$ cat src/msr_settings.svh
`ifndef MSR_SETTINGS_SVH
`define MSR_SETTINGS_SVH

// Register width and scratch count
`define MSR_DW           32
`define MSR_SR_NUM       4

// CPUID fields
`define MSR_CPUID_VER    8'd1
`define MSR_CPUID_REV    10'd0
`define MSR_CPUID_FIMM   1'b1
`define MSR_CPUID_FDMM   1'b1
`define MSR_CPUID_FICA   1'b0
`define MSR_CPUID_FDCA   1'b0
`define MSR_CPUID_FDBG   1'b0
`define MSR_CPUID_FFPU   1'b0
`define MSR_CPUID_FIRQC  1'b1
`define MSR_CPUID_FTSC   1'b1

// Exception vectors, one slot per cause
`define MSR_EVEC_BASE    32'h0000_0100
`define MSR_EVEC_STRIDE  32'd16

`endif

$ cat src/msr_pkg.sv
`include "msr_settings.svh"

package msr_pkg;

   // Register index, APB address bits 5:2
   typedef enum logic [3:0] {
      MSR_IDX_PSR    = 4'd0,
      MSR_IDX_CPUID  = 4'd1,
      MSR_IDX_EPSR   = 4'd2,
      MSR_IDX_EPC    = 4'd3,
      MSR_IDX_ELSA   = 4'd4,
      MSR_IDX_COREID = 4'd5,
      MSR_IDX_SR0    = 4'd8,
      MSR_IDX_SR1    = 4'd9,
      MSR_IDX_SR2    = 4'd10,
      MSR_IDX_SR3    = 4'd11
   } msr_idx_e;

   typedef struct packed {
      logic [`MSR_DW-9:0] rsvd_hi;
      logic               dmme;
      logic               imme;
      logic               ire;
      logic               rm;
      logic [3:0]         rsvd_lo;
   } msr_psr_t;

   // Same word seen raw or by field
   typedef union packed {
      logic [`MSR_DW-1:0] word;
      msr_psr_t           f;
   } msr_psr_u;

   typedef struct packed {
      logic                   psr_we;
      logic                   epsr_we;
      logic                   epc_we;
      logic                   elsa_we;
      logic [`MSR_SR_NUM-1:0] sr_we;
      logic [`MSR_DW-1:0]     data;
   } msr_wr_t;

   typedef struct packed {
      msr_psr_u                             psr;
      msr_psr_u                             psr_nold;
      msr_psr_u                             epsr;
      msr_psr_u                             epsr_nobyp;
      logic [`MSR_DW-1:0]                   epc;
      logic [`MSR_DW-1:0]                   elsa;
      logic [`MSR_SR_NUM-1:0][`MSR_DW-1:0]  sr;
   } msr_view_t;

   typedef enum logic {
      EXC_ENT = 1'b0,
      EXC_RET = 1'b1
   } exc_kind_e;

   typedef struct packed {
      logic               valid;
      exc_kind_e          kind;
      logic [3:0]         cause;
      logic [`MSR_DW-1:0] pc;
      logic [`MSR_DW-1:0] lsa;
   } exc_evt_t;

   typedef struct packed {
      logic               ent;
      logic               ret;
      logic [`MSR_DW-1:0] epsr_nxt;
      logic [`MSR_DW-1:0] epc_nxt;
      logic [`MSR_DW-1:0] elsa_nxt;
      msr_psr_t           psr_rest;
   } exc_upd_t;

   typedef struct packed {
      logic               valid;
      logic [`MSR_DW-1:0] pc;
   } redirect_t;

endpackage

$ cat src/msr_file.sv
`include "msr_settings.svh"

module msr_file (
   input  logic                clk,
   input  logic                arst_n,
   input  msr_pkg::msr_wr_t    wr,
   input  msr_pkg::exc_upd_t   upd,
   output msr_pkg::msr_view_t  view
);

   msr_pkg::msr_psr_t                    psr_q;
   msr_pkg::msr_psr_t                    psr_apb;
   msr_pkg::msr_psr_t                    psr_nold;
   msr_pkg::msr_psr_t                    psr_byp;
   logic                                 psr_apb_we;
   logic                                 psr_ld;
   logic [`MSR_DW-1:0]                   epsr_q;
   logic [`MSR_DW-1:0]                   epc_q;
   logic [`MSR_DW-1:0]                   elsa_q;
   logic [`MSR_DW-1:0]                   epsr_nxt;
   logic [`MSR_DW-1:0]                   epc_nxt;
   logic [`MSR_DW-1:0]                   elsa_nxt;
   logic                                 epsr_we;
   logic                                 epc_we;
   logic                                 elsa_we;
   logic [`MSR_SR_NUM-1:0][`MSR_DW-1:0]  sr_q;

   // An event in the same cycle drops the software PSR write
   assign psr_apb_we = wr.psr_we & ~upd.ent & ~upd.ret;
   assign psr_apb    = msr_pkg::msr_psr_t'(wr.data);
   assign psr_ld     = psr_apb_we | upd.ent | upd.ret;

   // PSR as software sees it, before entry changes
   assign psr_nold = psr_apb_we ? psr_apb : psr_q;

   always_comb begin
      psr_byp = psr_nold;
      if (upd.ent) begin
         // Entry goes privileged with IRQs and MMUs off
         psr_byp.rm   = 1'b1;
         psr_byp.ire  = 1'b0;
         psr_byp.imme = 1'b0;
         psr_byp.dmme = 1'b0;
      end else if (upd.ret) begin
         psr_byp = upd.psr_rest;
      end
   end

   always_ff @(posedge clk or negedge arst_n) begin
      if (!arst_n) begin
         psr_q    <= '0;
         psr_q.rm <= 1'b1;
      end else if (psr_ld) begin
         psr_q <= psr_byp;
      end
   end

   // Saved exception state, entry has priority
   assign epsr_we  = upd.ent | wr.epsr_we;
   assign epc_we   = upd.ent | wr.epc_we;
   assign elsa_we  = upd.ent | wr.elsa_we;
   assign epsr_nxt = upd.ent ? upd.epsr_nxt : wr.data;
   assign epc_nxt  = upd.ent ? upd.epc_nxt : wr.data;
   assign elsa_nxt = upd.ent ? upd.elsa_nxt : wr.data;

   always_ff @(posedge clk or negedge arst_n) begin
      if (!arst_n) begin
         epsr_q <= '0;
         epc_q  <= '0;
         elsa_q <= '0;
      end else begin
         if (epsr_we) begin
            epsr_q <= epsr_nxt;
         end
         if (epc_we) begin
            epc_q <= epc_nxt;
         end
         if (elsa_we) begin
            elsa_q <= elsa_nxt;
         end
      end
   end

   // Scratch registers
   always_ff @(posedge clk) begin
      for (int i = 0; i < `MSR_SR_NUM; i++) begin
         if (wr.sr_we[i]) begin
            sr_q[i] <= wr.data;
         end
      end
   end

   // Bypassed views show this cycle's update
   always_comb begin
      view.psr.f           = psr_byp;
      view.psr_nold.f      = psr_nold;
      view.epsr.word       = epsr_we ? epsr_nxt : epsr_q;
      view.epsr_nobyp.word = epsr_q;
      view.epc             = epc_we ? epc_nxt : epc_q;
      view.elsa            = elsa_we ? elsa_nxt : elsa_q;
      for (int i = 0; i < `MSR_SR_NUM; i++) begin
         view.sr[i] = wr.sr_we[i] ? wr.data : sr_q[i];
      end
   end

endmodule

$ cat src/msr_exc_ctrl.sv
`include "msr_settings.svh"

module msr_exc_ctrl (
   input  logic                clk,
   input  logic                arst_n,
   input  msr_pkg::exc_evt_t   evt,
   input  msr_pkg::msr_view_t  view,
   output msr_pkg::exc_upd_t   upd,
   output msr_pkg::redirect_t  redirect
);

   logic               ent;
   logic               ret;
   logic [`MSR_DW-1:0] vec_pc;
   logic               redir_valid_q;
   logic [`MSR_DW-1:0] redir_pc_q;

   assign ent = evt.valid & (evt.kind == msr_pkg::EXC_ENT);
   assign ret = evt.valid & (evt.kind == msr_pkg::EXC_RET);

   // One vector slot per cause
   assign vec_pc = `MSR_EVEC_BASE + evt.cause * `MSR_EVEC_STRIDE;

   always_comb begin
      upd.ent      = ent;
      upd.ret      = ret;
      // Save PSR without the entry changes
      upd.epsr_nxt = view.psr_nold.word;
      upd.epc_nxt  = evt.pc;
      upd.elsa_nxt = evt.lsa;
      // Restore only the live fields of the stored EPSR
      upd.psr_rest      = '0;
      upd.psr_rest.rm   = view.epsr_nobyp.f.rm;
      upd.psr_rest.ire  = view.epsr_nobyp.f.ire;
      upd.psr_rest.imme = view.epsr_nobyp.f.imme;
      upd.psr_rest.dmme = view.epsr_nobyp.f.dmme;
   end

   always_ff @(posedge clk or negedge arst_n) begin
      if (!arst_n) begin
         redir_valid_q <= 1'b0;
      end else begin
         redir_valid_q <= evt.valid;
      end
   end

   // Target held one cycle, return uses EPC as seen now
   always_ff @(posedge clk) begin
      if (evt.valid) begin
         redir_pc_q <= ret ? view.epc : vec_pc;
      end
   end

   assign redirect = '{valid: redir_valid_q, pc: redir_pc_q};

endmodule

$ cat src/msr_apb_regs.sv
`include "msr_settings.svh"

module msr_apb_regs (
   input  logic                clk,
   input  logic                arst_n,
   input  logic                psel,
   input  logic                penable,
   input  logic                pwrite,
   input  logic [`MSR_DW-1:0]  paddr,
   input  logic [`MSR_DW-1:0]  pwdata,
   output logic [`MSR_DW-1:0]  prdata,
   output logic                pready,
   output logic                pslverr,
   input  msr_pkg::msr_view_t  view,
   output msr_pkg::msr_wr_t    wr
);

   localparam logic [`MSR_DW-1:0] CPUID = {
      {(`MSR_DW-26){1'b0}},
      `MSR_CPUID_FTSC, `MSR_CPUID_FIRQC, `MSR_CPUID_FFPU, `MSR_CPUID_FDBG,
      `MSR_CPUID_FDCA, `MSR_CPUID_FICA, `MSR_CPUID_FDMM, `MSR_CPUID_FIMM,
      `MSR_CPUID_REV, `MSR_CPUID_VER
   };

   msr_pkg::msr_idx_e  idx;
   msr_pkg::msr_psr_u  psr_wd;
   msr_pkg::msr_psr_u  psr_msk;
   logic               setup_q;
   logic               access;
   logic               idx_hit;
   logic               addr_ok;
   logic               ro;
   logic               wr_ok;

   assign idx = msr_pkg::msr_idx_e'(paddr[5:2]);

   // Access only counts right after a setup cycle
   always_ff @(posedge clk or negedge arst_n) begin
      if (!arst_n) begin
         setup_q <= 1'b0;
      end else begin
         setup_q <= psel & ~penable;
      end
   end

   assign access = psel & penable & setup_q;
   assign pready = 1'b1;

   always_comb begin
      unique case (idx)
         msr_pkg::MSR_IDX_PSR,
         msr_pkg::MSR_IDX_CPUID,
         msr_pkg::MSR_IDX_EPSR,
         msr_pkg::MSR_IDX_EPC,
         msr_pkg::MSR_IDX_ELSA,
         msr_pkg::MSR_IDX_COREID,
         msr_pkg::MSR_IDX_SR0,
         msr_pkg::MSR_IDX_SR1,
         msr_pkg::MSR_IDX_SR2,
         msr_pkg::MSR_IDX_SR3: idx_hit = 1'b1;
         default:              idx_hit = 1'b0;
      endcase
   end

   // Word aligned and inside the 64-byte window
   assign addr_ok = idx_hit && (paddr[`MSR_DW-1:6] == '0) && (paddr[1:0] == 2'b00);
   assign ro      = (idx == msr_pkg::MSR_IDX_CPUID) || (idx == msr_pkg::MSR_IDX_COREID);
   assign pslverr = access & (~addr_ok | (pwrite & ro));
   assign wr_ok   = access & pwrite & addr_ok & ~ro;

   // PSR write keeps the four live fields
   always_comb begin
      psr_wd.word    = pwdata;
      psr_msk.word   = '0;
      psr_msk.f.rm   = psr_wd.f.rm;
      psr_msk.f.ire  = psr_wd.f.ire;
      psr_msk.f.imme = psr_wd.f.imme;
      psr_msk.f.dmme = psr_wd.f.dmme;
   end

   always_comb begin
      wr.psr_we  = wr_ok && (idx == msr_pkg::MSR_IDX_PSR);
      wr.epsr_we = wr_ok && (idx == msr_pkg::MSR_IDX_EPSR);
      wr.epc_we  = wr_ok && (idx == msr_pkg::MSR_IDX_EPC);
      wr.elsa_we = wr_ok && (idx == msr_pkg::MSR_IDX_ELSA);
      for (int i = 0; i < `MSR_SR_NUM; i++) begin
         wr.sr_we[i] = wr_ok && (int'(idx) == int'(msr_pkg::MSR_IDX_SR0) + i);
      end
      wr.data = (idx == msr_pkg::MSR_IDX_PSR) ? psr_msk.word : pwdata;
   end

   // Read data from the bypassed views
   always_comb begin
      unique case (idx)
         msr_pkg::MSR_IDX_PSR:    prdata = view.psr.word;
         msr_pkg::MSR_IDX_CPUID:  prdata = CPUID;
         msr_pkg::MSR_IDX_EPSR:   prdata = view.epsr.word;
         msr_pkg::MSR_IDX_EPC:    prdata = view.epc;
         msr_pkg::MSR_IDX_ELSA:   prdata = view.elsa;
         msr_pkg::MSR_IDX_COREID: prdata = '0;
         msr_pkg::MSR_IDX_SR0:    prdata = view.sr[0];
         msr_pkg::MSR_IDX_SR1:    prdata = view.sr[1];
         msr_pkg::MSR_IDX_SR2:    prdata = view.sr[2];
         msr_pkg::MSR_IDX_SR3:    prdata = view.sr[3];
         default:                 prdata = '0;
      endcase
   end

endmodule

$ cat src/msr_unit.sv
`include "msr_settings.svh"

module msr_unit (
   input  logic                clk,
   input  logic                arst_n,
   // APB slave
   input  logic                psel,
   input  logic                penable,
   input  logic                pwrite,
   input  logic [`MSR_DW-1:0]  paddr,
   input  logic [`MSR_DW-1:0]  pwdata,
   output logic [`MSR_DW-1:0]  prdata,
   output logic                pready,
   output logic                pslverr,
   // Pipeline events and fetch redirect
   input  msr_pkg::exc_evt_t   evt,
   output msr_pkg::redirect_t  redirect
);

   msr_pkg::msr_wr_t    wr;
   msr_pkg::exc_upd_t   upd;
   msr_pkg::msr_view_t  view;

   msr_apb_regs i_msr_apb_regs (
      .clk     (clk),
      .arst_n  (arst_n),
      .psel    (psel),
      .penable (penable),
      .pwrite  (pwrite),
      .paddr   (paddr),
      .pwdata  (pwdata),
      .prdata  (prdata),
      .pready  (pready),
      .pslverr (pslverr),
      .view    (view),
      .wr      (wr)
   );

   msr_exc_ctrl i_msr_exc_ctrl (
      .clk      (clk),
      .arst_n   (arst_n),
      .evt      (evt),
      .view     (view),
      .upd      (upd),
      .redirect (redirect)
   );

   msr_file i_msr_file (
      .clk    (clk),
      .arst_n (arst_n),
      .wr     (wr),
      .upd    (upd),
      .view   (view)
   );

endmodule

$ cat config.mk
export PLATFORM = sky130hd
export DESIGN_NAME = msr_unit
export DESIGN_NICKNAME = d
export VERILOG_FILES = /design/src/msr_pkg.sv /design/src/msr_file.sv /design/src/msr_exc_ctrl.sv /design/src/msr_apb_regs.sv /design/src/msr_unit.sv
export VERILOG_INCLUDE_DIRS = /design/src
export SDC_FILE = /design/constraint.sdc
export NUM_CORES = 1
export LEC_CHECK = 0
export ABC_AREA = 1
export BUFFER_PORTS_ARGS = -buffer_cell sky130_fd_sc_hd__buf_4
export CAP_MARGIN = 20
export CORE_MARGIN = 3
export CORE_UTILIZATION = 50
export DETAILED_ROUTE_END_ITERATION = 8
export MAX_ROUTING_LAYER = met4
export PLACE_DENSITY = 0.71
export SLEW_MARGIN = 20
export SYNTH_ARGS = -nofsm -noshare
export SYNTH_HDL_FRONTEND = slang
export SYNTH_SLANG_ARGS = --single-unit
$ cat constraint.sdc
create_clock -name clk -period 5.9 [get_ports clk]
set_clock_uncertainty 0.1 [all_clocks]
set_input_delay 0.59 -clock clk [delete_from_list [all_inputs] [get_ports clk]]
set_output_delay 0.59 -clock clk [all_outputs]
set_load 0.01 [all_outputs]
Yosys cells after proc, flatten, opt, wreduce, memory -nomap -nowiden
Memories as Yosys holds them, arrays and structs flattened.
Cells that the tools add are included.
W data, S select, Z words.
{"block": "op_classes", "div": 0, "add_sub_neg": 1, "reduce_logical": 14, "n_lt_le_gt_ge": 0, "bitwise": 24, "mul": 0, "n_eq_ne": 13, "shift": 0, "mux": 18}
{"op": "$mux W32", "count": 14}
{"op": "$pmux W32 S9", "count": 1}
{"op": "$eq A4 B4 Y1 const B", "count": 8}
{"op": "$logic_not A26 Y1", "count": 1}
{"op": "$mux W24", "count": 1}
{"op": "$and A1 B1 Y1", "count": 12}
{"op": "$add A9 B8 Y10 const A", "count": 1}
{"op": "$logic_and A1 B1 Y1", "count": 10}
{"op": "$eq A4 B2 Y1 const B", "count": 2}
{"op": "$eq A4 B3 Y1 const B", "count": 2}
{"op": "$mux W4", "count": 2}
{"op": "$not A1 Y1", "count": 6}
{"op": "$or A1 B1 Y1", "count": 6}
{"op": "$eq A4 B1 Y1 const B", "count": 1}
{"op": "$logic_not A4 Y1", "count": 1}
{"op": "$logic_not A2 Y1", "count": 1}
{"op": "$logic_or A1 B1 Y1", "count": 1}
{"block": "word_totals", "input_bits": 139, "mem_bits_ro": 16, "mem_bits_rw": 0, "word_cells": 87, "n_memories": 1, "latchBits": 0, "ff_bits": 290}
{"name": "(no name shown)", "depth": 16, "width": 1, "read_ports": 1, "rd_ports_with_merged_regs": 0, "wr": 0, "line_no": "msr_apb_regs.sv:50", "text": "unique case (idx)"}

Depth between registers and ports, before layout
Gate-level depths: netlist (run 1).
{"block": "logic_depth", "depth_word": 12, "depth_mapped": 15, "mapped_depth_nobuf": 14}

Hierarchy
A second synthesis (run 1) with hierarchy kept.
{"block": "hier_totals", "cells_unflattened": 2115, "area_unflattened_um2": 15312.2}
{"module": "msr_file", "area_each_um2": 10177.3, "n_inst": 1, "cells_each": 1202, "seq_area_each_um2": 5766.8}
{"module": "msr_apb_regs", "area_each_um2": 2845.2, "n_inst": 1, "cells_each": 673, "seq_area_each_um2": 25.0}
{"module": "msr_exc_ctrl", "area_each_um2": 2289.7, "n_inst": 1, "cells_each": 240, "seq_area_each_um2": 985.9}

Worst setup path before layout (run 1)
No wires, ideal clock.
{"block": "synth_path", "path_type": "input-to-output", "from": "input port paddr[21]", "to": "output port prdata[22]", "path_buffers": 3, "t_required_ns": 5.210, "setup_slack_ns": 3.218, "cell_stages": 14, "t_arrival_ns": 1.992, "path_cell_list": "nor2_1 nand2_1 nor2_1 nand2_1 nor2_4 buf_4 nand3_1 buf_2 buf_4 nand2_1 o211ai_1 nand2_1 nor2_1 nand2_1"}
{"block": "synth_between", "elab_chain_len": 12}
{"element": "from (decl)", "line_no": "msr_unit.sv:10", "text": "input logic [`MSR_DW-1:0] paddr,"}
{"element": "$logic_not A26 Y1 (*)", "line_no": "msr_apb_regs.sv:66", "text": "assign addr_ok = idx_hit && (paddr[`MSR_DW-1:6] == '0) && (paddr[1:0] == 2'b00);"}
{"element": "$logic_and A1 B1 Y1 (*) (2 in a row)", "line_no": "msr_apb_regs.sv:66"}
{"element": "$and A1 B1 Y1 (*) (2 in a row)", "line_no": "msr_apb_regs.sv:69", "text": "assign wr_ok = access & pwrite & addr_ok & ~ro;"}
{"element": "$logic_and A1 B1 Y1", "line_no": "msr_apb_regs.sv:82", "text": "wr.psr_we = wr_ok && (idx == msr_pkg::MSR_IDX_PSR);"}
{"element": "$and A1 B1 Y1 (2 in a row)", "line_no": "msr_file.sv:29", "text": "assign psr_apb_we = wr.psr_we & ~upd.ent & ~upd.ret;"}
{"element": "$mux W32", "line_no": "msr_file.sv:34", "text": "assign psr_nold = psr_apb_we ? psr_apb : psr_q;"}
{"element": "$mux W32 (on tied branches)", "line_no": "msr_file.sv:62, msr_file.sv:44"}
{"element": "$mux W32 / $mux W24 (equally long branches)", "line_no": "msr_file.sv:97, msr_file.sv:38"}
{"element": "$pmux W32 S9 (*)", "line_no": "msr_apb_regs.sv:94", "text": "unique case (idx)"}
{"element": "to (decl)", "line_no": "msr_unit.sv:12", "text": "output logic [`MSR_DW-1:0] prdata,"}
Mark *: on every way between the ends. The rest lies on a longest branch, timed or not.

Final worst setup path (run 1)
{"block": "layout_path", "from": "register i_msr_apb_regs.setup_q", "to": "output port prdata[17]"}
{"block": "layout_between", "elab_chain_len": 11}
{"element": "from (decl)", "line_no": "msr_apb_regs.sv:28", "text": "logic setup_q;"}
{"element": "from (signal assigned)", "line_no": "msr_apb_regs.sv:42", "text": "setup_q <= psel & ~penable;"}
{"element": "$and A1 B1 Y1 (*)", "line_no": "msr_apb_regs.sv:46", "text": "assign access = psel & penable & setup_q;"}
{"element": "$and A1 B1 Y1 (*) (3 in a row)", "line_no": "msr_apb_regs.sv:69"}
{"element": "$logic_and A1 B1 Y1", "line_no": "msr_apb_regs.sv:82"}
{"element": "$and A1 B1 Y1 (2 in a row)", "line_no": "msr_file.sv:29"}
{"element": "$mux W32", "line_no": "msr_file.sv:34"}
{"element": "$mux W32 (on tied branches)", "line_no": "msr_file.sv:62, msr_file.sv:44"}
{"element": "$mux W32 / $mux W24 (equally long branches)", "line_no": "msr_file.sv:97, msr_file.sv:38"}
{"element": "$pmux W32 S9 (*)", "line_no": "msr_apb_regs.sv:94"}
Marked as above.

==> out/qor.tcl, run 1 <==
set qor(yosysTopAreaCell) {dfrtp_1}
set qor(timing.final.hold_violations) 0
set qor(antennaDiodeCount) 0
set qor(finalHoldWorstSlack_ns) 0.1349
set qor(grt_setup_unrepaired) {no}
set qor(cts.sinks) 290
set qor(drc) 0
set qor(nets_finish) 2402
set qor(reg2reg_setup_slack_ns) 2.95
set qor(hold_crit_start) {penable}
set qor(cap_viol_max_count) 0
set qor(hold_path_end) {i_msr_apb_regs.setup_q}
set qor(first_global_vias) 14030
set qor(areaGrowthSynthToFinish_pct) 19.59
set qor(max-slew-margin-rel) 0.3395
set qor(crit_path_max_fanout) 31
set qor(h-tree-depth) 2
set qor(netlist_instances) 2110
set qor(cts_buffer_depth) 3
set qor(grt_usage) 0.2879
set qor(synth_area_leaders) {dfrtp_1 21%, dfxtp_1 17%, nand2_1 16%, inv_1 7.2%, edfxtp_1 6.4%}
set qor(fill_cells) 2765
set qor(netlist-cell-type-count) 31
set qor(synthesis.area_per_instance_um2) 7.168
set qor(holdCritPathClass) {in2reg}
set qor(run_status) {finished clean}
set qor(number_of_enable_type_register_cells_in_the_synthesized_netlist) 32
set qor(routed-via-count) 14370
set qor(clockRootBuffer) {clkbuf_16}
set qor(synth_most_common_cell) {nand2_1}
set qor(min_period_ns) 4.364
set qor(dpl_worst_slack_ns) 1.734
set qor(synth_top_cell_area_share) 0.2134
set qor(numPortBuffers) 204
set qor(area_of_the_die_mm2) 0.03237
set qor(tritoncts) {built}
set qor(antenna_found_initial) 0
set qor(number_of_synthesized_register_bits) 290
set qor(synthesis.area_mm2) 0.01512
set qor(rr_startpoint) {i_msr_apb_regs.setup_q}
set qor(vias_per_cell) 5.363
set qor(synth_async_sr_flop_share) 0.4483
set qor(worst_skew_pair_later_pin_latency_ns) 0.51
set qor(floorplan.core_area_mm2) 0.02972
set qor(cts.reportedPaths.clkPinSlew_ns) 0.06
set qor(timing.final.setup_violations) 0
set qor(fraction_of_the_yosys_area_taken_by_sequential_cells) 0.4481
set qor(synth_common_cells) {658 x nand2_1, 292 x inv_1, 191 x nand3_1, 156 x nor2_1, 129 x dfrtp_1}
set qor(cp-end-kind) {output port}
set qor(rows) 63
set qor(worst_supply_voltage_drop_on_vdd_mv) 0.1547
set qor(drt-total-wl_um) 46380
set qor(final_layout_size_suffix_gt1_frac) 0.1402
set qor(cts_buffers) 34
set qor(holdPathStages) 2
set qor(leakage_power_nw) 9.451
set qor(finalMaxSlewViolations) 0
set qor(post_drt_wl_per_cell_um) 17.31
set qor(total_power_mw) 4.976
set qor(maxClockFrequency_ghz) 0.2291
set qor(worst_r2r_endpoint) {i_msr_exc_ctrl.redir_pc_q[26]}
set qor(detail_route.iter0.violations) 1305
set qor(setup_slack_ns) 1.536
set qor(grt_max_degree) 100
set qor(yosys_most_used_dff) {dfrtp_1}
set qor(synth.net_count) 2249
set qor(die_y_um) 179.9
set qor(first_pass_iters) 5
set qor(worst-endpoint-required_ns) 5.21
set qor(globalplace.congestion) 0.9230
set qor(effective_utilization_at_floorplan) 0.5089
set qor(power.density_mw_per_mm2) 275.1
set qor(boundaryPins) 206
set qor(finish.utilization) 0.6086
set qor(worst-setup-path-type) {reg2out}
set qor(yosysWarnings) 0
set qor(fin_crit_sh) 0.7397
set qor(reg2reg_depth) 10
set qor(crit_arrival_ns) 3.67
set qor(final_antenna_net_count) 0
set qor(overflow) 0
set qor(worst_pin_slew_ns) 0.9908
set qor(grt_first_pass_wirelength_um) 73270
set qor(cts.repair.resized) 0
set qor(start_kind) {flop}
set qor(die_w_um) 179.9
set qor(place.detailed.hpwl_um) 31060
set qor(setup_tns_final_ns) 0
## area by class of cell
type | count | area (µm²) | area share
sequential | 290 | 6778 | 0.3747
clock inverter | 8 | 67.56 | 0.003735
multi-input combinational | 1396 | 6741 | 0.3727
clock buffer | 54 | 1080 | 0.05970
inverter | 305 | 1146 | 0.06336
tap | 390 | 488.0 | 0.02698
timing repair buffer | 236 | 1787 | 0.09878
## kinds of logic (layout without fill, tap and decap cells)
logic type             after synthesis  count (layout)  synth area share
buffers and inverters              424             603            0.1098
AO/OA/AOI/OAI                      196             196           0.08753
other                                1               1         0.0002479
AND/OR/NAND/NOR                   1199            1199            0.3543
flip-flops                         290             290            0.4481
## critical path, stage by stage (launching register included)
cell and delay (ns):
dfrtp_1 0.32, and3_1 0.18, nand2_1 0.06, nor2_2 0.56, buf_4 0.45, nand4_2 0.27, nand2_1 0.13, buf_4 0.41
nor2_1 0.12, nand2_1 0.09, nand2_1 0.05, nor2_1 0.18, nand2_1 0.15, buf_4 0.17
## sequential cells by signal, indices dropped and copies added, names as in the netlist
signal,cells
i_msr_file.sr_q,128
i_msr_exc_ctrl.redir_pc_q,32
i_msr_file.elsa_q,32
i_msr_file.epc_q,32
i_msr_file.epsr_q,32
i_msr_file.psr_q,32
i_msr_apb_regs.setup_q,1
i_msr_exc_ctrl.redir_valid_q,1
## metrics by stage
step,std cells,area (µm²)
floorplan,2110,15120
global placement,2616,16930
detailed placement,2616,16930
CTS,2679,18090
global route,2679,18090
finish,2679,18090
## worst max-delay path by stage
| stage | startpoint | end | slack (ns) | depth (start not counted) |
|---|---|---|---|---|
| after floorplan | paddr[21] | prdata[22] | 3.22 | 14 |
| after global routing | i_msr_apb_regs.setup_q | prdata[17] | 1.32 | 13 |
| after global placement | paddr[2] | prdata[26] | 1.75 | 14 |
| final | i_msr_apb_regs.setup_q | prdata[17] | 1.54 | 13 |
| after detailed placement | evt[69] | prdata[23] | 1.73 | 13 |
| after CTS | i_msr_apb_regs.setup_q | prdata[12] | 1.58 | 11 |
## power breakdown
group	switching, mW	internal, mW	total (mW)
logic	0.417	0.270	0.688
registers	0.0269	2.12	2.15
clock network	0.837	1.30	2.14
total	1.28	3.69	4.98
## cells in the final DEF (no fill, tap or decap), drive strengths merged, types with 54 or more instances in the layout
cell	instances
nand3b	84
nor2	159
o21ai	55
o211ai	62
o21a	74
clkbuf	54
inv	304
nand3	193
buf	235
and2	63
nand2	658
dfrtp	129
dfxtp	128
## per-layer routing
layer / GRT usage / wire length [µm] / vias to the layer above / part of all wire
li1: - / - / 6940 / -
met1: 0.3542 / 18440 / 6678 / 0.40
met2: 0.4692 / 22190 / 607 / 0.48
met3: 0.03420 / 3146 / 143 / 0.068
met4: 0.1479 / 2596 / 0 / 0.056
met5: - / 0 / - / 0
## what timing repair did
| action | CTS | global route |
|---|---|---|
| hold endpoints to repair | 30 | 0 |
| hold buffers | 1 | 0 |
| buffers inserted | 0 | 0 |
(Power assumes the default switching activity.)
==> run 2: changes to the inputs <==
--- a/config.mk
+++ b/config.mk
@@ -6,14 +6,14 @@
 export SDC_FILE = /design/constraint.sdc
 export NUM_CORES = 1
 export LEC_CHECK = 0
-export ABC_AREA = 1
+export ABC_AREA = 0
 export BUFFER_PORTS_ARGS = -buffer_cell sky130_fd_sc_hd__buf_4
 export CAP_MARGIN = 20
 export CORE_MARGIN = 3
 export CORE_UTILIZATION = 50
 export DETAILED_ROUTE_END_ITERATION = 8
 export MAX_ROUTING_LAYER = met4
-export PLACE_DENSITY = 0.71
+export PLACE_DENSITY = 0.74
 export SLEW_MARGIN = 20
 export SYNTH_ARGS = -nofsm -noshare
 export SYNTH_HDL_FRONTEND = slang
==> constraint.sdc (replaced) <==
create_clock -name clk -period 4 [get_ports clk]
set_clock_uncertainty 0.1 [all_clocks]
set_input_delay 0.4 -clock clk [delete_from_list [all_inputs] [get_ports clk]]
set_output_delay 0.4 -clock clk [all_outputs]
set_load 0.01 [all_outputs]
==> run 2 against run 1 <==
  * Routed wire length grew 1.7%
  * Die area shrank 6.3%
  * Cell area is 4.3% lower
  * Sequential cell count stayed put
  * Combinational power rose by 21%
  * Critical path type is now in2out
  * Largest cell class is now multi-input combinational cells
==> out/qor.tcl, run 2 <==
set qor(run_status) {finished clean} ;# unchanged
set qor(fin_crit_sh) 0.9806
set qor(path_delay_family) {simple AND/OR/NAND/NOR gates} ;# unchanged
set qor(cts.sinks) 290 ;# unchanged
set qor(worst_supply_voltage_drop_on_vdd_mv) 0.3641 ;# was 0.1547 mV
set qor(yosysTopAreaCell) {dfrtp_1} ;# unchanged
set qor(synth_top_cell_area_share) 0.2283 ;# was 0.2134
set qor(dpl_worst_slack_ns) 0.3835 ;# was 1.734 ns
set qor(grt_first_pass_wirelength_um) 73210 ;# was 73270 µm
set qor(overflow) 0 ;# unchanged
set qor(cts_buffer_depth) 3 ;# unchanged
set qor(finalMaxSlewViolations) 0 ;# unchanged
set qor(cellInternalPower_mw) 5.296 ;# was 3.694 mW
set qor(max-slew-margin-rel) 0.2252 ;# was 0.3395
set qor(grt_setup_unrepaired) {no} ;# unchanged
set qor(worst-endpoint-required_ns) 3.50 ;# was 5.21 ns
set qor(maxClockFrequency_ghz) 0.2549
set qor(power.combinational.fraction) 0.117 ;# was 0.138
set qor(h-tree-depth) 1 ;# was 2
set qor(die_y_um) 174.2 ;# was 179.9 µm
set qor(holdCritPathClass) {in2reg} ;# unchanged
set qor(max_ffs_per_register) 128 ;# unchanged
set qor(start_kind) {input port} ;# was flop
set qor(cts.reportedPaths.clkPinSlew_ns) 0.07 ;# was 0.06 ns
set qor(nets_finish) 1889 ;# was 2402
set qor(synth_most_common_cell) {nand2_1} ;# unchanged
set qor(power.sequential.fraction) 0.449 ;# was 0.432
set qor(die_w_um) 174.2 ;# was 179.9 µm
set qor(worst_skew_pair_later_pin_latency_ns) 0.55 ;# was 0.51 ns
set qor(total_power_mw) 7.100 ;# was 4.976 mW
set qor(numPortBuffers) 204 ;# unchanged
set qor(number_of_enable_type_register_cells_in_the_synthesized_netlist) 32 ;# unchanged
set qor(crit_path_max_fanout) 10 ;# was 31
set qor(synth_common_cells) {222 x nand2_1, 214 x a21oi_1, 193 x nor2_1, 129 x dfrtp_1, 128 x dfxtp_1} ;# was 658 x nand2_1, 292 x inv_1, 191 x nand3_1, 156 x nor2_1, 129 x dfrtp_1
set qor(final_antenna_net_count) 0 ;# unchanged
set qor(power.density_mw_per_mm2) 410.0 ;# was 275.1 mW/mm²
set qor(yosys_most_used_dff) {dfrtp_1} ;# unchanged
set qor(synthesis.area_per_instance_um2) 8.916 ;# was 7.168 µm²
set qor(cp-end-kind) {output port} ;# unchanged
set qor(worst_pin_slew_ns) 1.153 ;# was 0.9908 ns
set qor(synth.net_count) 1725 ;# was 2249
set qor(antenna_found_initial) 0 ;# unchanged
set qor(place.detailed.hpwl_um) 32850 ;# was 31060 µm
set qor(boundaryPins) 206 ;# unchanged
set qor(setup_tns_final_ns) 0 ;# unchanged
set qor(areaGrowthSynthToFinish_pct) 22.46 ;# was 19.59%
set qor(grt_max_degree) 111 ;# was 100
set qor(synth_area_leaders) {dfrtp_1 23%, dfxtp_1 18%, a21oi_1 7.6%, edfxtp_1 6.8%, nand2_1 5.9%} ;# was dfrtp_1 21%, dfxtp_1 17%, nand2_1 16%, inv_1 7.2%, edfxtp_1 6.4%
set qor(globalplace.congestion) 0.9185 ;# was 0.9230
set qor(netlist-cell-type-count) 72 ;# was 31
set qor(cts.repair_timing.setup_buffer_count) 0 ;# unchanged
set qor(first_global_vias) 12380 ;# was 14.03k
set qor(grt_usage) 0.3138 ;# was 0.2879
set qor(vias_per_cell) 6.088 ;# was 5.363
set qor(synth_async_sr_flop_share) 0.4483 ;# unchanged
set qor(synthesis.area_mm2) 0.01414 ;# was 0.01512 mm²
set qor(crit_chain) {dlygate4sd3_1, buf_4, and3_1, and3_1, a41oi_4, or2_1, a221o_1, or4_1, buf_4} ;# was and3_1, nand2_1, nor2_2, buf_4, nand4_2, nand2_1, buf_4, nor2_1, nand2_1, nand2_1, nor2_1, nand2_1, buf_4
set qor(highest_delay_cell_along_the_critical_path) {or4_1} ;# was nor2_2
set qor(rows) 60 ;# was 63
set qor(number_of_synthesized_register_bits) 290 ;# unchanged
set qor(tritoncts) {built} ;# unchanged
set qor(setup_slack_ns) 0.07741 ;# was 1.536 ns
set qor(most_common_cell_after_layout_fill_and_taps_aside) {buf_4} ;# was nand2_1
set qor(crit_arrival_ns) 3.42 ;# was 3.67 ns
set qor(critPathMaxStageDelay_ns) 0.57 ;# was 0.56 ns
set qor(netSwitchingPower_mw) 1.804 ;# was 1.281 mW
set qor(final_layout_size_suffix_gt1_frac) 0.2114 ;# was 0.1402
set qor(drc) 0 ;# unchanged
set qor(timing.final.setup_violations) 0 ;# unchanged
set qor(worst-setup-path-type) {in2out} ;# was reg2out
set qor(clockRootBuffer) {clkbuf_16} ;# unchanged
set qor(final_cell_mix) {254 x buf_4, 219 x nand2_1, 214 x a21oi_1, 193 x nor2_1, 129 x dfrtp_1} ;# was 657 x nand2_1, 292 x inv_1, 234 x buf_4, 188 x nand3_1, 154 x nor2_1
set qor(min_period_ns) 3.923
set qor(detail_route.iter0.violations) 1686 ;# was 1305
set qor(yosysWarnings) 0 ;# unchanged
set qor(top_register) {i_msr_file.sr_q} ;# unchanged
set qor(cap_viol_max_count) 0 ;# unchanged
set qor(fraction_of_the_yosys_area_taken_by_sequential_cells) 0.4793 ;# was 0.4481
set qor(effective_utilization_at_floorplan) 0.5161 ;# was 0.5089
set qor(leakage_power_nw) 7.613 ;# was 9.451 nW
set qor(post_drt_wl_per_cell_um) 21.96 ;# was 17.31 µm
set qor(power_frac_clock) 0.434 ;# was 0.430
set qor(area_of_the_die_mm2) 0.03034 ;# was 0.03237 mm²
set qor(netlist_instances) 1586 ;# was 2110
set qor(drt-total-wl_um) 47150 ;# was 46380 µm
set qor(first_pass_iters) 5 ;# unchanged
set qor(routed-via-count) 13070 ;# was 14.37k
set qor(cts_buffers) 31 ;# was 34
set qor(timing.final.hold_violations) 0 ;# unchanged
set qor(floorplan.core_area_mm2) 0.02740 ;# was 0.02972 mm²
set qor(switching_share) 0.2541 ;# was 0.2575
set qor(critical_path.n_buffers_inverters) 3 ;# unchanged
[run 2: routing by layer]
layer / GRT usage / share of wire
met1: 0.4606 / 0.43
met2: 0.4344 / 0.42
met3: 0.08191 / 0.13
met4: 0.07440 / 0.021
met5: - / 0
[run 2: power by group through the flow]
stage	Clock (mW)	Sequential, mW	Combinational [mW]
floorplan	0	3.23	0.407
finish	3.08	3.19	0.832
CTS	3.11	3.18	0.815
global route	3.23	3.20	0.900
detailed placement	0	3.24	0.805
global placement	0	3.23	0.794
[run 2: worst paths after layout]
check	cells after the start	slack, ns	endpoint	start
max	9	0.08	prdata[18]	penable
min	3	0.0005	i_msr_file.epc_q[7]	evt[39]
max reg2reg	8	1.25	i_msr_file.sr_q[16]	i_msr_apb_regs.setup_q
min reg2reg	2	0.35	i_msr_file.sr_q[97]	i_msr_file.sr_q[97]
max in group asynchronous	3	2.48	i_msr_file.epc_q[9]	arst_n
min in group asynchronous	2	0.44	i_msr_file.epsr_q[7]	arst_n
[run 2: area by class of cell]
type / instances / area, µm²
diodes: 1 / 2.502
clock buffers: 40 / 934.6
clock inverters: 17 / 187.7
fillers: 2281 / 10080
inverters: 6 / 22.52
multi-input cells: 1153 / 6835
flip-flops and latches: 290 / 6778
well taps: 372 / 465.4
repair buffers: 268 / 2091
[run 2: metrics by stage]
stage	hold WS, ns	area, µm²	std cells	util
3_5_place_dp	0.3374	16100	2081	0.5877
3_3_place_gp	0.3280	16100	2081	0.5877
4_1_cts	0.001135	17300	2145	0.6312
2_1_floorplan	0.004409	14140	1586	-
5_1_grt	0.008547	17310	2146	0.6319
6_report	0.0004562	17320	2147	0.6320
[run 2: what timing repair did]
| action | 4_1_cts | 5_1_grt |
|---|---|---|
| gates resized for setup | 0 | 1 |
| hold buffers | 7 | 0 |
| hold endpoints to repair | 105 | 0 |
| endpoints found under the setup margin | 0 | 3 |
[run 2: worst reg2reg max path: stages (launching register included)]
cell and delay [ns]:
dfrtp_1 0.32, and3_1 0.19, nand3_1 0.08, buf_4 0.19
nor3_4 0.32, buf_4 0.39, nand2_2 0.39, buf_4 0.38
o21ai_0 0.27
[run 2: cells by family (layout without fill, tap and decap cells)]
logic type,count (synthesis),in the layout,synth area share
AOI/OAI and AO/OA,504,504,0.2125
other,1,2,0.0002652
DFF,290,290,0.4793
muxes,98,98,0.09264
buffers and inverters,143,331,0.04070
and+or+nand+nor,550,550,0.1746
